===== src/source/cpuPkg.sv =====
package cpuPkg;

	localparam int WORD_W    = 16;
	localparam int ADDR_W    = 8;
	localparam int REG_IDX_W = 4;
	localparam int MEM_DEPTH = 1 << ADDR_W;
	localparam int NUM_REGS  = 1 << REG_IDX_W;

	typedef logic [WORD_W-1:0]    wordT;
	typedef logic [ADDR_W-1:0]    addrT;
	typedef logic [REG_IDX_W-1:0] regIdxT;
	typedef logic [3:0]           opcodeT;
	typedef logic [2:0]           instrTypeT;
	typedef logic [2:0]           aluOpT;

	// Opcodes live in instr[15:12]
	localparam opcodeT OP_ADD   = 4'd0;
	localparam opcodeT OP_SUB   = 4'd1;
	localparam opcodeT OP_AND   = 4'd2;
	localparam opcodeT OP_OR    = 4'd3;
	localparam opcodeT OP_XOR   = 4'd4;
	localparam opcodeT OP_MOVI  = 4'd5;
	localparam opcodeT OP_ADDI  = 4'd6;
	localparam opcodeT OP_STORE = 4'd8;
	localparam opcodeT OP_LOAD  = 4'd9;
	localparam opcodeT OP_JUMP  = 4'd10;
	localparam opcodeT OP_BZ    = 4'd11;
	localparam opcodeT OP_BN    = 4'd12;
	localparam opcodeT OP_HALT  = 4'd15;

	localparam instrTypeT TYPE_RTYPE  = 3'b000;
	localparam instrTypeT TYPE_STORE  = 3'b001;
	localparam instrTypeT TYPE_LOAD   = 3'b010;
	localparam instrTypeT TYPE_JUMP   = 3'b011;
	localparam instrTypeT TYPE_BRANCH = 3'b100;
	localparam instrTypeT TYPE_HALT   = 3'b101;
	localparam instrTypeT TYPE_NOP    = 3'b111;

	localparam aluOpT ALU_ADD   = 3'd0;
	localparam aluOpT ALU_SUB   = 3'd1;
	localparam aluOpT ALU_AND   = 3'd2;
	localparam aluOpT ALU_OR    = 3'd3;
	localparam aluOpT ALU_XOR   = 3'd4;
	localparam aluOpT ALU_PASSB = 3'd5;

	typedef enum logic [3:0] {
		Idle,
		Fetch,
		Decode,
		Execute,
		Store,
		Load,
		LoadWrite,
		StoreHold,
		Jump,
		Branch,
		Halt
	} fsmStateT;

endpackage

===== src/source/regFile.sv =====
`timescale 1ns/1ns

module regFile (
	input  logic           clk,
	input  logic           reset,
	input  logic           writeEnable,
	input  cpuPkg::regIdxT writeIdx,
	input  cpuPkg::regIdxT readIdxA,
	input  cpuPkg::regIdxT readIdxB,
	input  cpuPkg::wordT   writeData,
	output cpuPkg::wordT   readDataA,
	output cpuPkg::wordT   readDataB
);

	cpuPkg::wordT regs [cpuPkg::NUM_REGS];

	always_ff @(posedge clk or negedge reset) begin
		if (!reset) begin
			for (int i = 0; i < cpuPkg::NUM_REGS; i++)
				regs[i] <= '0;
		end else if (writeEnable) begin
			regs[writeIdx] <= writeData;
		end
	end

	// Combinational reads, a write shows up next cycle
	assign readDataA = regs[readIdxA];
	assign readDataB = regs[readIdxB];

endmodule


===== config.mk =====
export PLATFORM = sky130hd
export DESIGN_NAME = regFile
export DESIGN_NICKNAME = d
export VERILOG_FILES = /design/src/source/cpuPkg.sv /design/src/source/regFile.sv
export SDC_FILE = /design/constraint.sdc
export NUM_CORES = 1
export LEC_CHECK = 0
export BUFFER_PORTS_ARGS = -buffer_cell sky130_fd_sc_hd__buf_2
export CORE_ASPECT_RATIO = 0.5
export CORE_MARGIN = 4
export CORE_UTILIZATION = 30
export CTS_CLUSTER_DIAMETER = 60
export DETAILED_ROUTE_END_ITERATION = 8
export RECOVER_POWER = 25
export SYNTH_ARGS = -nofsm -noshare
export SYNTH_HDL_FRONTEND = slang
export SYNTH_SLANG_ARGS = --single-unit

===== constraint.sdc =====
create_clock -name clk -period 2.1 [get_ports clk]
set_input_delay 0.42 -clock clk [delete_from_list [all_inputs] [get_ports clk]]
set_output_delay 0.42 -clock clk [all_outputs]
set_load 0.02 [all_outputs]

==> impl_metrics.yaml, run 1 <==
status:
  status: "complete, but fails checks"
  violations: "max-capacitance violations, max-slew violations, negative setup slack"
critical_path:
  crit_family: "multiplexers"
  crit_fanout: 3
  crit_buf_inv: 1
  crit_type: "flop to output port"
  crit_required_ps: 1680
  worstPathArrival_ps: 1920
  crit_start: "regs[207]"
  r2r-start: "regs[194]"
  cp_slowest_cell: "mux4_2"
  crit_chain: "mux4_2, a22oi_2, nand2_1, buf_6"
  critPathMaxStageDelay_ps: 480
  startpoint_type: "flop"
  worst_setup_path_end_kind: "output port"
timing:
  min_period_ps: 2340
  max_clock_freq_mhz: 428
  hold-worst-slack_ps: 325
  setup_viol_count_final: 32
  worst_slack_ps: -237
  finalMaxSlewViolations: 50
  skew_ps: 0
  relSlewSlack_pct: -0.194
  post-route-period-util_pct: 111
  tightest_slew_ps: 1500
  hold_viol_final: 0
  rsz0062_at_grt: "true"
hold_path:
  hold_class: "primary input to flop"
  hold_start: "writeData[7]"
die:
  die_h_um: 158
  fp.dieW_um: 308
  placementRows: 54
  start_util_pct: 30.6
  die_area_um2: 48600
  io_pins: 63
  core_area_um2: 44000
clocking:
  clock-root-buffer: "clkbuf_16"
  clock_path_buffers: 3
  cts_tree: "yes"
  clk_pin_slew_ps: 60
  cts_buffers: 29
  cts_sinks: 256
  clk_latency_ps: 550
  htreeDepth: 1
cells_and_area:
  nNetsFinal: 979
  register_area_um2: 6410
  multi_input_area_um2: 7000
  synthToLayoutAreaGrowth_pct: 24.6
  regMostFlops: "regs"
  fillCellCount: 3971
  largest_reg_flops: 256
  drive_above_1_share_pct: 67.6
  biggestRegsByFlops: "regs: 256 flops"
place:
  dpl.hpwl_mm: 24.8
  port_buffers: 62
  gp_congestion: 0.807
power_and_ir_drop:
  total_power_mw: 16.6
  seqPwrFrac_pct: 41.6
  p_sw_mw: 4.64
  clkPwrFrac_pct: 32.3
  p_int_mw: 12.0
  power.density_nw_per_um2: 992
  p_leak_nw: 6.85
  max-vdd-ir-drop_mv: 0.512
  p_sw_share_pct: 27.9
  power_frac_comb_pct: 26.1
synthesis:
  synth_top_cell_by_area: "dfrtp_1"
  syn_area_um2: 13500
  synth_area_leaders: "dfrtp_1 (48%), mux4_2 (21%), mux2_2 (20%)"
  yosysWarningCount: 0
  ys_seq_area_share_pct: 47.6
  synth_seq_cells: 256
  yosysUniqueCellTypes: 24
  yosys.area.top_type_share_pct: 47.6
  yosys_most_used_dff: "dfrtp_1"
  synth_edf_count: 0
  synthesis.instances: 849
  ys_async_sr_fraction_pct: 100
  syn_nets: 880
  synth.most_common_cell: "dfrtp_1"
  syn_area_per_cell_um2: 15.9
  synth_commonest_cells: "dfrtp_1 (256), mux2_2 (245), mux4_2 (128), a22oi_1 (64), clkbuf_1 (38)"
grt:
  grt_pass1_wl_mm: 61.1
  grt_max_degree: 55
  overflow: 0
  grt_pass1_vias: 9444
  antenna_found_initial: 3
  track_usage_pct: 16.8
detailed_routing:
  drt_pass1_iterations: 4
  route.met3.wl_mm: 2.27
  finalWirelength_mm: 40.4
  highest_layer: "met4"
  vias_per_cell: 5.44
  antenna_left: 0
  vias: 8483
  route.met2.wl_mm: 20.4
  drt_iter0_drc: 437
  wl_met1_mm: 16.3
  drcViolationCount: 0
  post_drt_wl_per_cell_um: 25.9
run:
  maxCapViolCount: 1
==> path summary, 6_finish.rpt <==
check | depth (start not counted) | endpoint | slack [ps]
max | 4 | readDataB[15] | -240
min | 2 | regs[247] | 320
max reg2reg | 3 | regs[194] | 1090
min reg2reg | 1 | regs[145] | 520
max in group asynchronous | 3 | regs[96] | 140
min in group asynchronous | 2 | regs[241] | 770
==> per-layer routing <==
metal | global-route usage, % | up-vias
li1 | - | 3526
met1 | 20.8 | 4637
met2 | 29.3 | 238
met3 | 3.44 | 82
met4 | 6.28 | 0
met5 | 0 | -
==> metrics by stage <==
stage	utilization, %	instance area, µm²	setup TNS, ps	instances	worst slack (ps)
5_1_grt	38.2	16800	-10930	1559	-296
2_1_floorplan	-	13600	0	849	52.7
3_5_place_dp	34.5	15200	-8570	1494	-327
3_3_place_gp	34.5	15200	-8280	1494	-336
6_report	38.2	16800	-6210	1559	-237
4_1_cts	38.1	16800	-6980	1556	-268
==> cells by family after synthesis <==
family	Yosys count	share of synthesized area [%]
compound gates	64	3.57
simple gates	65	2.74
mux	384	43.1
buf+inv	80	3.03
flops	256	47.6
==> power by group through the flow <==
stage	Clock, mW	Sequential, mW	Combinational (mW)
floorplan	0	6.69	2.84
global placement	0	6.84	3.79
detailed placement	0	6.97	3.87
CTS	5.49	6.90	4.29
global route	5.69	7.07	4.61
finish	5.38	6.93	4.34
==> placed cells by master, fill, tap and decap left out, drive strengths merged <==
cell / netlist / routed
or3: 2 / 2
bufbuf: 0 / 1
and2: 2 / 2
nand2: 34 / 34
clkinv: 0 / 5
dfrtp: 256 / 256
mux4: 128 / 128
a22oi: 64 / 64
mux2: 256 / 256
nor4: 1 / 1
buf: 42 / 136
nor3: 6 / 6
inv: 0 / 1
nor2b: 4 / 4
clkinvlp: 0 / 1
or4: 1 / 1
bufinv: 0 / 5
clkbuf: 38 / 50
diode: 0 / 2
nand2b: 3 / 3
nor2: 8 / 8
dlygate4sd3: 0 / 1
nand3: 2 / 2
nand3b: 2 / 2
==> cell type report <==
class,count,share of cell area [%]
diodes,2,0.0298
clock buffers,40,4.87
clock inverters,12,1.14
multi-input cells,513,41.7
flip-flops and latches,256,38.2
well taps,588,4.38
repair buffers,148,9.69
==> timing repair <==
| action | in CTS | in global routing |
|---|---|---|
| setup endpoints to repair | 32 | 32 |
| setup buffers | 5 | 1 |
| gates resized for setup | 106 | 27 |
| hold buffers | 1 | 0 |
| gates cloned | 4 | 0 |
| endpoints found under the hold margin | 43 | 0 |
| pin swaps | 54 | 16 |
(Power assumes the default switching activity.)
==> run 2, diff against run 1 <==
--- a/config.mk
+++ b/config.mk
@@ -11,7 +11,7 @@
 export CORE_UTILIZATION = 30
 export CTS_CLUSTER_DIAMETER = 60
 export DETAILED_ROUTE_END_ITERATION = 8
-export RECOVER_POWER = 25
+export GPL_ROUTABILITY_DRIVEN = 1
 export SYNTH_ARGS = -nofsm -noshare
 export SYNTH_HDL_FRONTEND = slang
 export SYNTH_SLANG_ARGS = --single-unit
==> run 2 against run 1 <==
Effect of this change: the flow finishes with violations (negative setup slack); hold slack improved by 2.9 ps; core utilization increased by 0.26 points; combinational power hardly changed; first-iteration DRC count up 5.0%; global-route usage is the same; sequential cell count did not move; wire length is essentially flat; worst setup slack worse by 3.2 ps; critical path type unchanged; largest cell class unchanged; largest power group unchanged; highest routed layer unchanged.
==> impl_metrics.yaml, run 2 (synthesis gave the netlist of run 1 again) <==
detailed_routing:
  antenna_left: 0
  post_drt_wl_per_cell_um: 25.9
  finalWirelength_mm: 40.4
  drt_pass1_iterations: 5
  drt_iter0_drc: 459
  vias: 8528
  vias_per_cell: 5.47
  drcViolationCount: 0
place:
  gp_congestion: 0.807
  dpl.hpwl_mm: 24.8
  port_buffers: 62
die:
  io_pins: 63
  core_area_um2: 44000
  die_h_um: 158
  die_area_um2: 48600
  start_util_pct: 30.6
  fp.dieW_um: 308
  placementRows: 54
critical_path:
  worst_setup_path_end_kind: "output port"
  crit_fanout: 3
  regToRegEndpoint: "regs[194]"
  startpoint_type: "flop"
  crit_family: "multiplexers"
  r2r_slack_ps: 1090
  crit_type: "flop to output port"
  r2r_cells: 3
  critPathMaxStageDelay_ps: 480
  crit_chain: "mux4_2, a22oi_2, nand2_1, buf_6"
  r2r-start: "regs[194]"
  crit_required_ps: 1680
  crit_buf_inv: 1
  worstPathArrival_ps: 1920
  cp_slowest_cell: "mux4_2"
power_and_ir_drop:
  max-vdd-ir-drop_mv: 0.510
  p_leak_nw: 6.89
  power.density_nw_per_um2: 987
clocking:
  cts_tree: "yes"
  clock_path_buffers: 3
  cts_buffers: 29
  clock-root-buffer: "clkbuf_16"
  cts_sinks: 256
  clk_latency_ps: 550
  htreeDepth: 1
  clk_pin_slew_ps: 60
timing:
  worst_slack_ps: -241
  post-route-period-util_pct: 111
  hold_viol_final: 0
  relSlewSlack_pct: 40.2
  finalMaxSlewViolations: 0
  tightest_slew_ps: 895
  setup_tns_ps: -6230
  skew_ps: 0
  setup_viol_count_final: 32
  rsz0062_at_grt: "true"
  min_period_ps: 2340
  max_clock_freq_mhz: 427
  hold-worst-slack_ps: 327
status:
  status: "complete, but fails checks"
  violations: "negative setup slack"
grt:
  grt_max_degree: 55
  track_usage_pct: 16.8
  overflow: 0
  antenna_found_initial: 3
  grt_pass1_wl_mm: 61.1
  grt_pass1_vias: 9444
hold_path:
  min_to: "regs[247]"
  hold_start: "writeData[7]"
  min_path_cells: 2
  hold_class: "primary input to flop"
cells_and_area:
  utilization_pct: 38.4
  nNetsFinal: 979
  regMostFlops: "regs"
  synthToLayoutAreaGrowth_pct: 25.4
  largest_reg_flops: 256
  final_cell_mix: "dfrtp_1 (256), mux2_2 (245), mux4_2 (128)"
  drive_above_1_share_pct: 68.0
  biggestRegsByFlops: "regs: 256 flops"
  final_common_cell: "dfrtp_1"
run:
  maxCapViolCount: 0
-- run 2: cell count changes in the layout (fill, tap and decap cells not counted), sizes merged --
cell / delta
buf: +10
clkbuf: -10
-- run 2: worst max path at each step --
stage               slack [ps]  depth (start not counted)   startpoint            end
floorplan                   50                          5  readIdxA[0]  readDataA[10]
global route              -300                          4    regs[135]   readDataB[7]
detailed placement        -330                          5  readIdxA[2]  readDataA[11]
CTS                       -270                          4    regs[197]   readDataB[5]
global placement          -340                          5  readIdxA[3]  readDataA[15]
finish                    -240                          4    regs[207]  readDataB[15]
-- run 2: area by class of cell --
type | instances | area (µm²)
Sequential cell | 256 | 6410
Timing Repair Buffer | 148 | 1730
Multi-Input combinational cell | 513 | 7010
Antenna cell | 2 | 5.00
Tap cell | 588 | 736
Clock inverter | 12 | 191
Clock buffer | 40 | 817
Fill cell | 3953 | 27100
-- run 2: per-layer routing --
layer | track usage [%] | up-vias | part of all wire, %
li1 | - | 3531 | -
met2 | 29.3 | 267 | 50
met4 | 6.28 | 0 | 3.7
met3 | 3.44 | 86 | 5.6
met5 | 0 | - | 0
met1 | 20.8 | 4644 | 41
-- run 2: report_power, final --
part	leakage, nW	switching (mW)	internal (mW)	total [mW]
Combinational	3.26	1.75	2.61	4.36
Clock	0.495	2.07	3.32	5.39
Sequential	3.14	0.836	6.09	6.93
Total	6.89	4.65	12.0	16.7
-- run 2: per-stage QoR --
| step | instances | power (mW) | worst slack [ps] | area (µm²) |
|---|---|---|---|---|
| 3_5_place_dp | 1494 | 10.8 | -327 | 15200 |
| 3_3_place_gp | 1494 | 10.6 | -336 | 15200 |
| 6_report | 1559 | 16.7 | -241 | 16900 |
| 5_1_grt | 1559 | 17.4 | -296 | 16900 |
| 2_1_floorplan | 849 | 9.53 | 52.7 | 13600 |
| 4_1_cts | 1556 | 16.7 | -268 | 16800 |
-- run 2: worst reg2reg max path: cells and delay by family (launching register included) --
family	cells	cell delay (ps)
multiplexers	1	250
flip-flops	1	400
buffers and inverters	2	260
-- run 2: timing repair --
| action | CTS | global route |
|---|---|---|
| hold buffers | 1 | 0 |
| setup buffers | 5 | 1 |
| setup endpoints to repair | 32 | 32 |
| resized for setup | 106 | 27 |
| endpoints found under the hold margin | 43 | 0 |
| cloned | 4 | 0 |
| pin swaps | 54 | 16 |
==> run 3, diff against run 2 <==
--- a/config.mk
+++ b/config.mk
@@ -12,6 +12,7 @@
 export CTS_CLUSTER_DIAMETER = 60
 export DETAILED_ROUTE_END_ITERATION = 8
 export GPL_ROUTABILITY_DRIVEN = 1
+export GPL_TIMING_DRIVEN = 0
 export SYNTH_ARGS = -nofsm -noshare
 export SYNTH_HDL_FRONTEND = slang
 export SYNTH_SLANG_ARGS = --single-unit
==> run 3 against run 2 <==
Effect of this change: highest routed layer unchanged; the run still ends with negative setup slack left; fmax down 5.3%; hold slack got worse by 130 ps; first-iteration DRC count increased by 56%; cell area is 4.0% lower; wire length fell by 3.1%; core utilization down 1.5 points.
==> impl_metrics.yaml, run 3 (synthesis gave the netlist of run 1 again) <==
power_and_ir_drop:
  max-vdd-ir-drop_mv: 0.611
  p_leak_nw: 6.60
  p_sw_mw: 4.62
  power_frac_comb_pct: 25.9
  clkPwrFrac_pct: 31.8
  p_int_mw: 11.7
  seqPwrFrac_pct: 42.3
  total_power_mw: 16.4
  p_sw_share_pct: 28.3
  power.density_nw_per_um2: 1010
grt:
  track_usage_pct: 16.1
  antenna_found_initial: 1
  grt_pass1_wl_mm: 58.7
  grt_max_degree: 129
  overflow: 0
  grt_pass1_vias: 8996
cells_and_area:
  biggestRegsByFlops: "regs: 256 flops"
  utilization_pct: 36.9
  instances_no_fill: 1550
  final_common_cell: "dfrtp_1"
  final_cell_mix: "dfrtp_1 (256), mux2_2 (245), mux4_2 (128)"
  nNetsFinal: 971
  largest_reg_flops: 256
  drive_above_1_share_pct: 65.6
  synthToLayoutAreaGrowth_pct: 20.4
  final_cell_area_um2: 16200
  regMostFlops: "regs"
clocking:
  cts_tree: "yes"
  cts_sinks: 256
  clk_pin_slew_ps: 60
  cts_buffers: 28
  clock-root-buffer: "clkbuf_16"
  clock_path_buffers: 3
  htreeDepth: 1
  clk_latency_ps: 540
timing:
  setup_tns_ps: -8430
  post-route-period-util_pct: 118
  relSlewSlack_pct: 35.6
  min_period_ps: 2470
  hold-worst-slack_ps: 197
  finalMaxSlewViolations: 0
  worst_slack_ps: -372
  rsz0062_at_grt: "true"
  tightest_slew_ps: 961
  hold_viol_final: 0
  setup_viol_count_final: 32
  skew_ps: 0
  max_clock_freq_mhz: 405
place:
  dp.cells: 1495
  dpl.hpwl_mm: 26.9
  dp_slack_ps: -1140
  gp_congestion: 0.843
  port_buffers: 56
  place_area_um2: 14600
die:
  die_area_um2: 48600
  io_pins: 63
  placementRows: 54
  core_area_um2: 44000
  start_util_pct: 30.6
  die_h_um: 158
  fp.dieW_um: 308
critical_path:
  worstPathArrival_ps: 2050
  worst_setup_path_end_kind: "output port"
  r2r-start: "regs[108]"
  crit_fanout: 3
  crit_type: "flop to output port"
  crit_required_ps: 1680
  r2r_slack_ps: 1200
  r2r_cells: 2
  startpoint_type: "flop"
  regToRegEndpoint: "regs[108]"
detailed_routing:
  vias: 8417
  finalWirelength_mm: 39.2
  drt_iter0_drc: 714
  drt_pass1_iterations: 4
  vias_per_cell: 5.43
  post_drt_wl_per_cell_um: 25.3
  antenna_left: 0
  drcViolationCount: 0
hold_path:
  min_to: "regs[67]"
  hold_class: "primary input to flop"
  hold_start: "writeData[3]"
  min_path_cells: 2
run:
  maxCapViolCount: 0
status:
  status: "complete, but fails checks"
  violations: "negative setup slack"
[run 3: changes by cell type in the layout (fill, tap and decap cells not counted), sizes merged]
| cell | before | now |
|---|---|---|
| clkbuf | 40 | 77 |
| inv | 1 | 0 |
| bufinv | 5 | 4 |
| bufbuf | 1 | 0 |
| clkinvlp | 1 | 2 |
| buf | 146 | 102 |
[run 3: final cells by class]
class	instances	area [µm²]
Buffer	78	634
Multi-Input combinational cell	513	6940
Timing Repair Buffer	63	523
Tap cell	588	736
Antenna cell	2	5.00
Clock inverter	11	160
Fill cell	4080	27800
Clock buffer	39	813
Sequential cell	256	6410
[run 3: worst max-delay path by stage]
stage	from	end	slack, ps
2_1_floorplan	readIdxA[0]	readDataA[10]	50
3_3_place_gp	reset	regs[248]	-3740
3_5_place_dp	readIdxB[1]	readDataB[7]	-1140
4_1_cts	regs[201]	readDataB[9]	-350
5_1_grt	regs[200]	readDataB[8]	-400
6_report	regs[197]	readDataA[5]	-370
[run 3: worst max-delay path: stages (launching register included)]
cell,delay [ps]
dfrtp_1,400
mux4_2,510
a22oi_2,290
nand2_2,150
buf_6,160
[run 3: repair_timing]
item,in CTS,in global routing
setup endpoints to repair,32,32
pin swaps,51,12
buffers inserted,4,0
gates resized for setup,143,13
hold buffers,1,0
hold endpoints to repair,14,0
gates cloned,0,0
[run 3: layer usage]
layer  vias up  GRT usage [%]  share of wire, %
met5         -              0                 0
met2       276           26.9                48
met1      4588           22.4                44
met3        46           2.54               5.2
li1       3507              -                 -
met4         0           3.61               2.1
[run 3: power by group through the flow]
stage / Sequential (mW) / Combinational, mW / Clock [mW]
4_1_cts: 6.89 / 4.20 / 5.29
6_report: 6.92 / 4.23 / 5.20
3_3_place_gp: 6.81 / 3.69 / 0
5_1_grt: 7.05 / 4.48 / 5.51
2_1_floorplan: 6.69 / 2.84 / 0
3_5_place_dp: 6.98 / 3.82 / 0
